$ cat config.mk
export PLATFORM = sky130hd
export DESIGN_NAME = pixelBackend
export DESIGN_NICKNAME = d
export VERILOG_FILES = /design/src/pixelPkg.sv /design/src/pairWriteIf.sv /design/src/pairBlendStage.sv /design/src/blockCache.sv /design/src/blockSequencer.sv /design/src/saveHoldTimer.sv /design/src/pixelBackend.sv
export SDC_FILE = /design/constraint.sdc
export NUM_CORES = 1
export LEC_CHECK = 0
export BUFFER_PORTS_ARGS = -buffer_cell sky130_fd_sc_hd__buf_4
export CORE_AREA = 10 10 251 253
export DETAILED_ROUTE_END_ITERATION = 10
export DIE_AREA = 0 0 261 263
export GPL_TIMING_DRIVEN = 1
export PLACE_DENSITY = 0.65
export SETUP_SLACK_MARGIN = 0.05
export SLEW_MARGIN = 20
export SYNTH_ARGS = -nofsm -noshare
export SYNTH_HDL_FRONTEND = slang
export SYNTH_SLANG_ARGS = --single-unit
$ cat constraint.sdc
create_clock -name clk -period 4.6 [get_ports clk]
set_input_delay 1.38 -clock clk [delete_from_list [all_inputs] [get_ports clk]]
set_output_delay 1.38 -clock clk [all_outputs]
set_load 0.05 [all_outputs]
$ cat src/pixelPkg.sv
// Pixel back end shared definitions
// Widths, pixel and block formats, blend and block-operation codes
`default_nettype none

package pixelPkg;

	// ------------------------------
	// Geometry
	// ------------------------------
	localparam int PIXELS_PER_BLOCK = 16;
	// Pair index inside one block
	localparam int PAIR_ID_W        = 3;
	// 9 bits of Y, then X / 16
	localparam int BLOCK_ADR_W      = 15;
	localparam int SCR_X_W          = 10;
	localparam int SCR_Y_W          = 9;

	// ------------------------------
	// Pixel formats
	// ------------------------------
	// Gouraud input color
	typedef struct packed {
		logic [7:0] blue;
		logic [7:0] green;
		logic [7:0] red;
	} rgb8_t;

	// 15-bit color plus mask, mask on top
	typedef struct packed {
		logic       mask;
		logic [4:0] blue;
		logic [4:0] green;
		logic [4:0] red;
	} pixelFields_t;

	// Memory half-word or decoded fields
	typedef union packed {
		logic [15:0]  raw;
		pixelFields_t fields;
	} pixel15_u;

	// Whole background block, pixel 0 in the low half-word
	typedef logic [PIXELS_PER_BLOCK-1:0][15:0] blockWord_t;

	// ------------------------------
	// Codes
	// ------------------------------
	// Results clamped to 0..31
	typedef enum logic [1:0] {
		AVERAGE     = 2'd0,
		ADD         = 2'd1,
		SUBTRACT    = 2'd2,
		ADD_QUARTER = 2'd3
	} blendMode_e;

	// Block operation for the memory side
	typedef enum logic [1:0] {
		NONE  = 2'b00,
		FIRST = 2'b01,
		NEXT  = 2'b10,
		FLUSH = 2'b11
	} blockCode_e;

endpackage

`default_nettype wire

$ cat src/pairWriteIf.sv
// One pixel pair write from the blend stage
// Consumed by the block cache and mirrored on the stencil port
`timescale 1ns/1ns
`default_nettype none

interface pairWriteIf
	import pixelPkg::*;
();

	// Applied at the next edge, no handshake
	logic                   write;
	logic [PAIR_ID_W-1:0]   pairId;
	// Bit 1 right pixel, bit 0 left pixel
	logic [1:0]             select;
	pixel15_u               dataL;
	pixel15_u               dataR;
	logic [BLOCK_ADR_W-1:0] blockAdr;

	// Blend stage side
	modport source (output write, pairId, select, dataL, dataR, blockAdr);

	// Block cache side
	modport sink (input write, pairId, select, dataL, dataR, blockAdr);

	// Stencil observers
	modport monitor (input write, pairId, select, dataL, dataR, blockAdr);

endinterface

`default_nettype wire

$ cat src/pairBlendStage.sv
// Pair register stage with color reduction and background blending
// Forms the pair write for the block cache
`timescale 1ns/1ns
`default_nettype none

module pairBlendStage
	import pixelPkg::*;
(
	input  wire logic                   clk,
	input  wire logic                   i_reset,
	input  wire logic                   i_pause,
	input  wire logic                   i_pairValid,
	input  wire logic [1:0]             i_pixelState,
	input  wire logic [SCR_X_W-1:0]     i_scrX,
	input  wire logic [SCR_Y_W-1:0]     i_scrY,
	input  wire rgb8_t                  i_colorL,
	input  wire rgb8_t                  i_colorR,
	input  wire logic                   i_validL,
	input  wire logic                   i_validR,
	input  wire logic                   i_maskL,
	input  wire logic                   i_maskR,
	input  wire blendMode_e             i_blendMode,
	input  wire logic                   i_noBlend,
	input  wire logic                   i_forceMask,
	input  wire pixel15_u               i_bgL,
	input  wire pixel15_u               i_bgR,
	output      logic [1:0]             o_stageState,
	output      logic [BLOCK_ADR_W-1:0] o_stageAdr,
	pairWriteIf.source                  wr
);

	// Clamped blend of one 5-bit channel
	function automatic logic [4:0] blendChannel(input logic [4:0] bg, input logic [4:0] fg,
		input blendMode_e mode);
		logic signed [6:0] bg7;
		logic signed [6:0] fg7;
		logic signed [6:0] sum;
		bg7 = {2'b00, bg};
		fg7 = {2'b00, fg};
		case (mode)
			AVERAGE:     sum = (bg7 >>> 1) + (fg7 >>> 1);
			ADD:         sum = bg7 + fg7;
			SUBTRACT:    sum = bg7 - fg7;
			ADD_QUARTER: sum = bg7 + (fg7 >>> 2);
			default:     sum = fg7;
		endcase
		if (sum < 0)
			return 5'd0;
		if (sum > 31)
			return 5'd31;
		return sum[4:0];
	endfunction

	// Reduce to 5 bits, blend if enabled, merge mask
	function automatic pixel15_u formPixel(input rgb8_t color, input logic mask,
		input pixel15_u bg, input blendMode_e mode, input logic noBlend, input logic forceMask);
		pixel15_u px;
		px.fields.mask = mask | forceMask;
		if (noBlend) begin
			px.fields.red   = color.red[7:3];
			px.fields.green = color.green[7:3];
			px.fields.blue  = color.blue[7:3];
		end else begin
			px.fields.red   = blendChannel(bg.fields.red,   color.red[7:3],   mode);
			px.fields.green = blendChannel(bg.fields.green, color.green[7:3], mode);
			px.fields.blue  = blendChannel(bg.fields.blue,  color.blue[7:3],  mode);
		end
		return px;
	endfunction

	// ------------------------------
	// Stage register
	// ------------------------------
	logic                 stageValid;
	logic [1:0]           stageState;
	// Pair X is the left pixel X with bit 0 dropped
	logic [SCR_X_W-2:0]   stPairX;
	logic [SCR_Y_W-1:0]   stY;
	rgb8_t                stColorL;
	rgb8_t                stColorR;
	logic                 stValidL;
	logic                 stValidR;
	logic                 stMaskL;
	logic                 stMaskR;

	always_ff @(posedge clk) begin
		if (i_reset) begin
			stageValid <= 1'b0;
			stageState <= 2'b00;
		end else if (!i_pause) begin
			stageValid <= i_pairValid;
			stageState <= i_pairValid ? i_pixelState : 2'b00;
		end
	end

	always_ff @(posedge clk) begin
		if (!i_pause && i_pairValid) begin
			stPairX  <= i_scrX[SCR_X_W-1:1];
			stY      <= i_scrY;
			stColorL <= i_colorL;
			stColorR <= i_colorR;
			stValidL <= i_validL;
			stValidR <= i_validR;
			stMaskL  <= i_maskL;
			stMaskR  <= i_maskR;
		end
	end

	// ------------------------------
	// Write formation
	// ------------------------------
	assign o_stageState = stageState;
	// Y then X / 16
	assign o_stageAdr   = {stY, stPairX[SCR_X_W-2:PAIR_ID_W]};

	// Pause blocks the write combinationally
	assign wr.write    = stageValid & (stValidL | stValidR) & !i_pause;
	assign wr.pairId   = stPairX[PAIR_ID_W-1:0];
	assign wr.select   = {stValidR, stValidL};
	assign wr.blockAdr = o_stageAdr;
	assign wr.dataL    = formPixel(stColorL, stMaskL, i_bgL, i_blendMode, i_noBlend, i_forceMask);
	assign wr.dataR    = formPixel(stColorR, stMaskR, i_bgR, i_blendMode, i_noBlend, i_forceMask);

	// Same pair index next cycle blends over the result just written
	assert property (@(posedge clk) disable iff (i_reset)
		($past(wr.write && wr.select[0]) && (wr.pairId == $past(wr.pairId)))
			|-> (i_bgL == $past(wr.dataL)))
		else $error("left background misses the previous write");

	assert property (@(posedge clk) disable iff (i_reset)
		($past(wr.write && wr.select[1]) && (wr.pairId == $past(wr.pairId)))
			|-> (i_bgR == $past(wr.dataR)))
		else $error("right background misses the previous write");

endmodule

`default_nettype wire

$ cat src/blockCache.sv
// 16-pixel background block cache
// Pair writes, written mask, background read, import and last write address
`timescale 1ns/1ns
`default_nettype none

module blockCache
	import pixelPkg::*;
(
	input  wire logic                    clk,
	input  wire logic                    i_reset,
	pairWriteIf.sink                     rd,
	input  wire logic                    i_importBlock,
	input  wire blockWord_t              i_importData,
	input  wire logic                    i_resetMask,
	output      pixel15_u                o_bgL,
	output      pixel15_u                o_bgR,
	output      blockWord_t              o_block,
	output      logic [PIXELS_PER_BLOCK-1:0] o_mask,
	output      logic [BLOCK_ADR_W-1:0]  o_lastAdr
);

	blockWord_t                   cacheBlk;
	logic [PIXELS_PER_BLOCK-1:0]  cacheMask;
	logic [BLOCK_ADR_W-1:0]       lastAdr;

	// Half-word index of each pixel of the pair
	logic [PAIR_ID_W:0] idxL;
	logic [PAIR_ID_W:0] idxR;

	assign idxL = {rd.pairId, 1'b0};
	assign idxR = {rd.pairId, 1'b1};

	// ------------------------------
	// Background read for blending
	// ------------------------------
	assign o_bgL = cacheBlk[idxL];
	assign o_bgR = cacheBlk[idxR];

	// ------------------------------
	// Block data
	// ------------------------------
	always_ff @(posedge clk) begin
		if (rd.write) begin
			if (rd.select[0])
				cacheBlk[idxL] <= rd.dataL.raw;
			if (rd.select[1])
				cacheBlk[idxR] <= rd.dataR.raw;
		end else if (i_importBlock) begin
			// Whole block in one cycle
			cacheBlk <= i_importData;
		end
	end

	// Written mask and save address
	always_ff @(posedge clk) begin
		if (i_reset) begin
			cacheMask <= '0;
			lastAdr   <= '0;
		end else if (rd.write) begin
			lastAdr <= rd.blockAdr;
			if (rd.select[0])
				cacheMask[idxL] <= 1'b1;
			if (rd.select[1])
				cacheMask[idxR] <= 1'b1;
		end else if (i_resetMask) begin
			cacheMask <= '0;
		end
	end

	assign o_block   = cacheBlk;
	assign o_mask    = cacheMask;
	assign o_lastAdr = lastAdr;

	// Stage only writes pairs with a valid pixel
	assert property (@(posedge clk) disable iff (i_reset)
		rd.write |-> (rd.select != 2'b00))
		else $error("pair write with empty select");

endmodule

`default_nettype wire

$ cat src/blockSequencer.sv
// Block operation FSM for the memory side
// Forms the block code and the new-block flag
`timescale 1ns/1ns
`default_nettype none

module blockSequencer
	import pixelPkg::*;
(
	input  wire logic       clk,
	input  wire logic       i_reset,
	input  wire logic       i_pause,
	input  wire logic [1:0] i_stageState,
	input  wire logic       i_noBlend,
	input  wire logic       i_flush,
	input  wire logic       i_resetSpike,
	output      blockCode_e o_code,
	output      logic       o_newBlock
);

	localparam logic [1:0] IDLE     = 2'd0;
	localparam logic [1:0] OPEN     = 2'd1;
	localparam logic [1:0] FLUSHING = 2'd2;

	logic [1:0] state;
	logic [1:0] nextState;
	logic       newFlag;

	// ------------------------------
	// Code and next state
	// ------------------------------
	always_comb begin
		o_code    = NONE;
		nextState = state;
		if (state == FLUSHING) begin
			// One cycle only
			nextState = IDLE;
		end
		if (!i_pause) begin
			if (i_flush && state == OPEN) begin
				o_code    = FLUSH;
				nextState = FLUSHING;
			end else begin
				// First block with blending off needs no load
				if (i_stageState == FIRST && i_noBlend)
					o_code = NONE;
				else
					o_code = blockCode_e'(i_stageState);
				if (state == IDLE && i_stageState == FIRST)
					nextState = OPEN;
			end
		end
	end

	always_ff @(posedge clk) begin
		if (i_reset)
			state <= IDLE;
		else
			state <= nextState;
	end

	// Sticky until the reset spike, new code wins
	always_ff @(posedge clk) begin
		if (i_reset)
			newFlag <= 1'b0;
		else if (o_code != NONE)
			newFlag <= 1'b1;
		else if (i_resetSpike)
			newFlag <= 1'b0;
	end

	assign o_newBlock = newFlag | (o_code != NONE);

endmodule

`default_nettype wire

$ cat src/saveHoldTimer.sv
// Holds the block code on the memory port for a fixed cycle count
`timescale 1ns/1ns
`default_nettype none

module saveHoldTimer
	import pixelPkg::*;
#(
	parameter int HOLD_CYCLES = 4
) (
	input  wire logic       clk,
	input  wire logic       i_reset,
	input  wire blockCode_e i_code,
	output      blockCode_e o_saveBlock
);

	localparam int CNT_W = $clog2(HOLD_CYCLES + 1);

	blockCode_e       holdCode;
	logic [CNT_W-1:0] holdCnt;

	// New code restarts the count
	always_ff @(posedge clk) begin
		if (i_reset) begin
			holdCode <= NONE;
			holdCnt  <= '0;
		end else if (i_code != NONE) begin
			holdCode <= i_code;
			holdCnt  <= CNT_W'(HOLD_CYCLES);
		end else if (holdCnt != '0) begin
			holdCnt <= holdCnt - 1'b1;
		end
	end

	assign o_saveBlock = (holdCnt != '0) ? holdCode : NONE;

endmodule

`default_nettype wire

$ cat src/pixelBackend.sv
// Pixel back end write path top level
// Blend stage, background block cache, block sequencer and save timer
`timescale 1ns/1ns
`default_nettype none

module pixelBackend
	import pixelPkg::*;
#(
	parameter int SAVE_HOLD_CYCLES = 4
) (
	input  wire logic                        clk,
	input  wire logic                        i_reset,
	input  wire logic                        i_pause,
	input  wire logic                        i_pairValid,
	input  wire logic [1:0]                  i_pixelState,
	input  wire logic [SCR_X_W-1:0]          i_scrX,
	input  wire logic [SCR_Y_W-1:0]          i_scrY,
	input  wire rgb8_t                       i_colorL,
	input  wire rgb8_t                       i_colorR,
	input  wire logic                        i_validL,
	input  wire logic                        i_validR,
	input  wire logic                        i_maskL,
	input  wire logic                        i_maskR,
	input  wire blendMode_e                  i_blendMode,
	input  wire logic                        i_noBlend,
	input  wire logic                        i_forceMask,
	input  wire logic                        i_flush,
	input  wire logic                        i_resetSpike,
	input  wire logic                        i_resetMask,
	input  wire logic                        i_importBlock,
	input  wire blockWord_t                  i_importData,
	output      logic                        o_stencilWrite,
	output      logic [BLOCK_ADR_W-1:0]      o_stencilAdr,
	output      logic [PAIR_ID_W-1:0]        o_stencilPair,
	output      logic [1:0]                  o_stencilSelect,
	output      logic [1:0]                  o_stencilValue,
	output      blockCode_e                  o_saveBlock,
	output      logic [BLOCK_ADR_W-1:0]      o_saveAdr,
	output      logic [BLOCK_ADR_W-1:0]      o_loadAdr,
	output      blockWord_t                  o_exportBlock,
	output      logic [PIXELS_PER_BLOCK-1:0] o_exportMask,
	output      logic                        o_newBlock
);

	pairWriteIf wrIf ();

	pixel15_u   bgL;
	pixel15_u   bgR;
	logic [1:0] stageState;
	blockCode_e blockCode;

	pairBlendStage u_stage (
		.clk(clk), .i_reset(i_reset), .i_pause(i_pause),
		.i_pairValid(i_pairValid), .i_pixelState(i_pixelState),
		.i_scrX(i_scrX), .i_scrY(i_scrY),
		.i_colorL(i_colorL), .i_colorR(i_colorR),
		.i_validL(i_validL), .i_validR(i_validR),
		.i_maskL(i_maskL), .i_maskR(i_maskR),
		.i_blendMode(i_blendMode), .i_noBlend(i_noBlend), .i_forceMask(i_forceMask),
		.i_bgL(bgL), .i_bgR(bgR),
		.o_stageState(stageState), .o_stageAdr(o_loadAdr),
		.wr(wrIf)
	);

	blockCache u_cache (
		.clk(clk), .i_reset(i_reset), .rd(wrIf),
		.i_importBlock(i_importBlock), .i_importData(i_importData),
		.i_resetMask(i_resetMask),
		.o_bgL(bgL), .o_bgR(bgR),
		.o_block(o_exportBlock), .o_mask(o_exportMask), .o_lastAdr(o_saveAdr)
	);

	blockSequencer u_seq (
		.clk(clk), .i_reset(i_reset), .i_pause(i_pause),
		.i_stageState(stageState), .i_noBlend(i_noBlend), .i_flush(i_flush),
		.i_resetSpike(i_resetSpike),
		.o_code(blockCode), .o_newBlock(o_newBlock)
	);

	saveHoldTimer #(
		.HOLD_CYCLES(SAVE_HOLD_CYCLES)
	) u_saveTimer (
		.clk(clk), .i_reset(i_reset),
		.i_code(blockCode), .o_saveBlock(o_saveBlock)
	);

	// ------------------------------
	// Stencil port, monitor view of the pair write
	// ------------------------------
	assign o_stencilWrite  = wrIf.write;
	assign o_stencilAdr    = wrIf.blockAdr;
	assign o_stencilPair   = wrIf.pairId;
	assign o_stencilSelect = wrIf.select;
	assign o_stencilValue  = {wrIf.dataR.fields.mask, wrIf.dataL.fields.mask};

endmodule

`default_nettype wire

==> impl_results.md <==
- RSZ-0062 raised after global routing: no
- CTS Buf Count: 43
- PortBufs: 649
- First-pass GRT wire length: 155000 um
- Ys async rst share: 0%
- Avg Synthesized Cell Area: 10.2 sq um
- Max Clock Skew: 0.0332 ns
- Final Hold Viols: 0
- Largest stage delay on the critical path: 0.60 ns
- Minimum hold slack: 0.457 ns
- Total Die Area: 68600 sq um
- Yosys reg bits: 350
- Vias per cell: 6.00
- Most frequent CP cell: buf_4
- WL final: 112000 um
- CTS tree: built
- Maximum root-to-sink buffer count: 3
- Crit Path Class: reg2reg
- Slew headroom: 37.4%
- DRC: 0
- Post-DP HPWL: 87300 um
- # IOs: 669
- Syn nets: 2537
- Max Freq: 234 MHz
- PD cells: 373 nW/um^2
- Reg area: 10100 sq um
- Top FF cell, synth: edfxtp_1
- Final Non-Filler Cells: 3573
- Uppermost routed layer: met5
- FP Rows: 89
- Max-Cap Viols: 0
- Number of warnings issued by yosys: 0
- Slew @ Worst Pin: 0.938 ns
- Antenna viol nets, final: 0
- Slew Viols, Final: 0
- Placed Cells: 3485
- Initial antenna violation count: 9
- Largest net degree at the start of global routing: 120
- Worst hold path type: reg2reg
- Vias in the first global route: 21410
- Wire per inst: 31.3 um
- Multi-input logic area: 10300 sq um
- Family with the most delay on the worst path: multiplexers
- Fin nets: 3212
- Critical Path RT: 4.90 ns
- P_leak: 12.4 nW
- CP max-delay cell: mux4_2
- Area Overhead vs Synth: 36.9%
- Met3 WL: 13000 um
- Initial Util: 36.5%
- Peak VDD IR: 0.000267 V
- Die Span Y: 263 um
- Critical Path Sink Type: flop
- CTS clock-pin slew for the worst setup and hold paths: 0.06 ns
- Die width: 261 um
- EDFF count, synth: 308
- Met2 wire len: 52800 um
- Vias: 21435
- Layout cells sized above 1: 32.9%
- Num Clock Sinks: 350
- Worst-Skew Late Latency: 0.59 ns
- Distinct cells, synth: 78
- Outcome: finished, final reports clean
- Critical Path AT: 4.58 ns
- Syn Inst Count: 2086
- Minimum clock period: 4.28 ns
- Gr usage total: 31.0%
- Pre-Repair DR Iteration Count: 6
- Fillers: 5392
- Worst Path Max Fanout: 32
- WL met1: 39700 um
- Routability Congestion: 0.958
- DR iter-0 viols: 2518
- Startpoint types: flop
- Bufs and invs on worst path: 4
- Cell breakdown of the critical path: buf_4 -> mux4_2 -> mux2i_1 -> buf_4 -> inv_1 -> ha_1 -> fa_1 -> xnor2_1 -> mux2i_1 -> o21ai_0 -> o221ai_1 -> buf_4 -> o21ai_0
- Final period utilization: 93.0%
- Core area: 58200 sq um
- CTS root buf: clkbuf_16
- Mapped cell area: 21300 sq um
- Final TNS setup: 0 ns
- Post-synthesis sequential area ratio: 47.5%
- Grt total ovfl: 0
- Endpoints failing setup: 0
- Htree depth: 2
## flip-flops by register name (all words and copies together), names as in the netlist, 2 cells and up
| signal | count |
|---|---|
| u_cache.o_block | 256 |
| u_cache.o_lastAdr | 15 |
| u_stage.stColorR | 15 |
| u_stage.stPairX | 9 |
| u_stage.o_stageState | 2 |
| u_stage.stY | 9 |
| u_seq.state | 2 |
| u_stage.stColorL | 15 |
| u_saveTimer.holdCode | 2 |
| u_saveTimer.holdCnt | 3 |
| u_cache.o_mask | 16 |
## per-stage QoR
step	setup WS [ns]	power [mW]	instance area [sq um]	util, %
6_report	0.320	10.9	29100	50.0
5_1_grt	0.0909	11.2	29100	50.0
4_1_cts	0.200	10.8	29100	49.9
3_5_place_dp	0.214	7.27	27600	47.4
3_3_place_gp	0.294	7.22	27600	47.4
2_1_floorplan	0.0889	5.87	21300	-
## what timing repair did
item	4_1_cts	5_1_grt
hold buffers	0	0
resized for setup	0	0
hold endpoints to repair	0	0
setup endpoints to repair	0	15
buffers inserted	0	4
## synthesized netlist by cell type (12+ instances only)
library cell / n / share of area (%)
nand2_1: 324 / 5.7
edfxtp_1: 308 / 43
o21ai_0: 255 / 6.0
nor2_1: 102 / 1.8
clkbuf_1: 95 / 1.7
ha_1: 92 / 5.4
a21oi_1: 89 / 2.1
a22o_1: 82 / 3.4
nand3_1: 62 / 1.5
inv_1: 58 / 1.0
a211oi_1: 48 / 1.7
dfxtp_1: 42 / 4.0
mux2i_1: 35 / 1.6
and2_1: 33 / 0.97
nand4_1: 26 / 0.76
buf_2: 24 / 0.56
a22oi_1: 22 / 0.78
buf_4: 21 / 0.74
mux2_2: 21 / 1.1
fa_1: 18 / 1.7
and3b_1: 17 / 0.70
nand2b_1: 17 / 0.50
a41oi_1: 16 / 0.66
nor2b_1: 14 / 0.41
buf_1: 13 / 0.23
o211ai_1: 13 / 0.46
o221ai_1: 13 / 0.54
mux4_2: 12 / 1.3
## power breakdown
group,internal [mW],leakage (nW),switching [mW]
Clock,2.16,0.712,1.44
Combinational,1.17,8.38,2.18
Sequential,3.71,3.34,0.182
## tightest hold or removal path: stages (launching register included)
cell     delay (ns)
dfxtp_1        0.31
nand2_1        0.05
a21oi_1        0.05
## final timing paths
kind	to	slack, ns	cells past startpoint	start
max	u_cache.o_block[39]$_DFFE_PP_	0.32	13	u_stage.stPairX[0]$_DFFE_PP_
min	u_cache.o_lastAdr[9]$_SDFFE_PP0P_	0.46	2	u_cache.o_lastAdr[9]$_SDFFE_PP0P_
max reg2reg	u_cache.o_block[39]$_DFFE_PP_	0.32	13	u_stage.stPairX[0]$_DFFE_PP_
min reg2reg	u_cache.o_lastAdr[9]$_SDFFE_PP0P_	0.46	2	u_cache.o_lastAdr[9]$_SDFFE_PP0P_
## layer usage
metal | vias to the layer above | track usage (%)
li1 | 9244 | -
met1 | 10382 | 36.0
met2 | 1508 | 51.4
met3 | 289 | 9.28
met4 | 12 | 15.1
met5 | - | 0
## area by class of cell
| cell class | count | share of cell area, % |
|---|---|---|
| multi-input combinational | 1523 | 35.3 |
| sequential | 350 | 34.7 |
| timing repair buffer | 785 | 20.9 |
| clock buffer | 57 | 4.09 |
| tap | 773 | 3.32 |
| clock inverter | 22 | 0.958 |
| inverter | 58 | 0.748 |
| antenna | 5 | 0.0430 |
## logic make-up (layout without fill, tap and decap cells)
kind of cell / Yosys count / count (layout) / share of synthesized area, %
adder cells (fa/ha/maj): 110 / 110 / 7.11
buffers and inverters: 213 / 922 / 4.34
multiplexers: 68 / 68 / 4.03
AO/OA/AOI/OAI: 678 / 678 / 22.2
other: 0 / 5 / 0
AND/OR/NAND/NOR: 650 / 650 / 14.2
XOR/XNOR: 17 / 17 / 0.700
flip-flops: 350 / 350 / 47.5
## cell usage in the layout (no fill, tap or decap), drive strengths merged, types with 9 or more instances in the layout
| cell | count |
|---|---|
| mux2i | 35 |
| a221oi | 11 |
| dfxtp | 42 |
| nand4 | 26 |
| and3b | 17 |
| clkinv | 13 |
| inv | 60 |
| buf | 785 |
| ha | 92 |
| mux2 | 21 |
| fa | 18 |
| o221ai | 13 |
| a41oi | 16 |
| o21ai | 265 |
| a22o | 82 |
| and2 | 35 |
| o311ai | 13 |
| clkbuf | 57 |
| a22oi | 22 |
| a21o | 10 |
| a21oi | 89 |
| nor2 | 102 |
| xor2 | 9 |
| mux4 | 12 |
| a211oi | 54 |
| nand2 | 330 |
| a211o | 9 |
| a221o | 10 |
| edfxtp | 308 |
| nand3 | 62 |
| nand2b | 17 |
| nor2b | 14 |
| o211ai | 13 |
(Power assumes the default switching activity.)
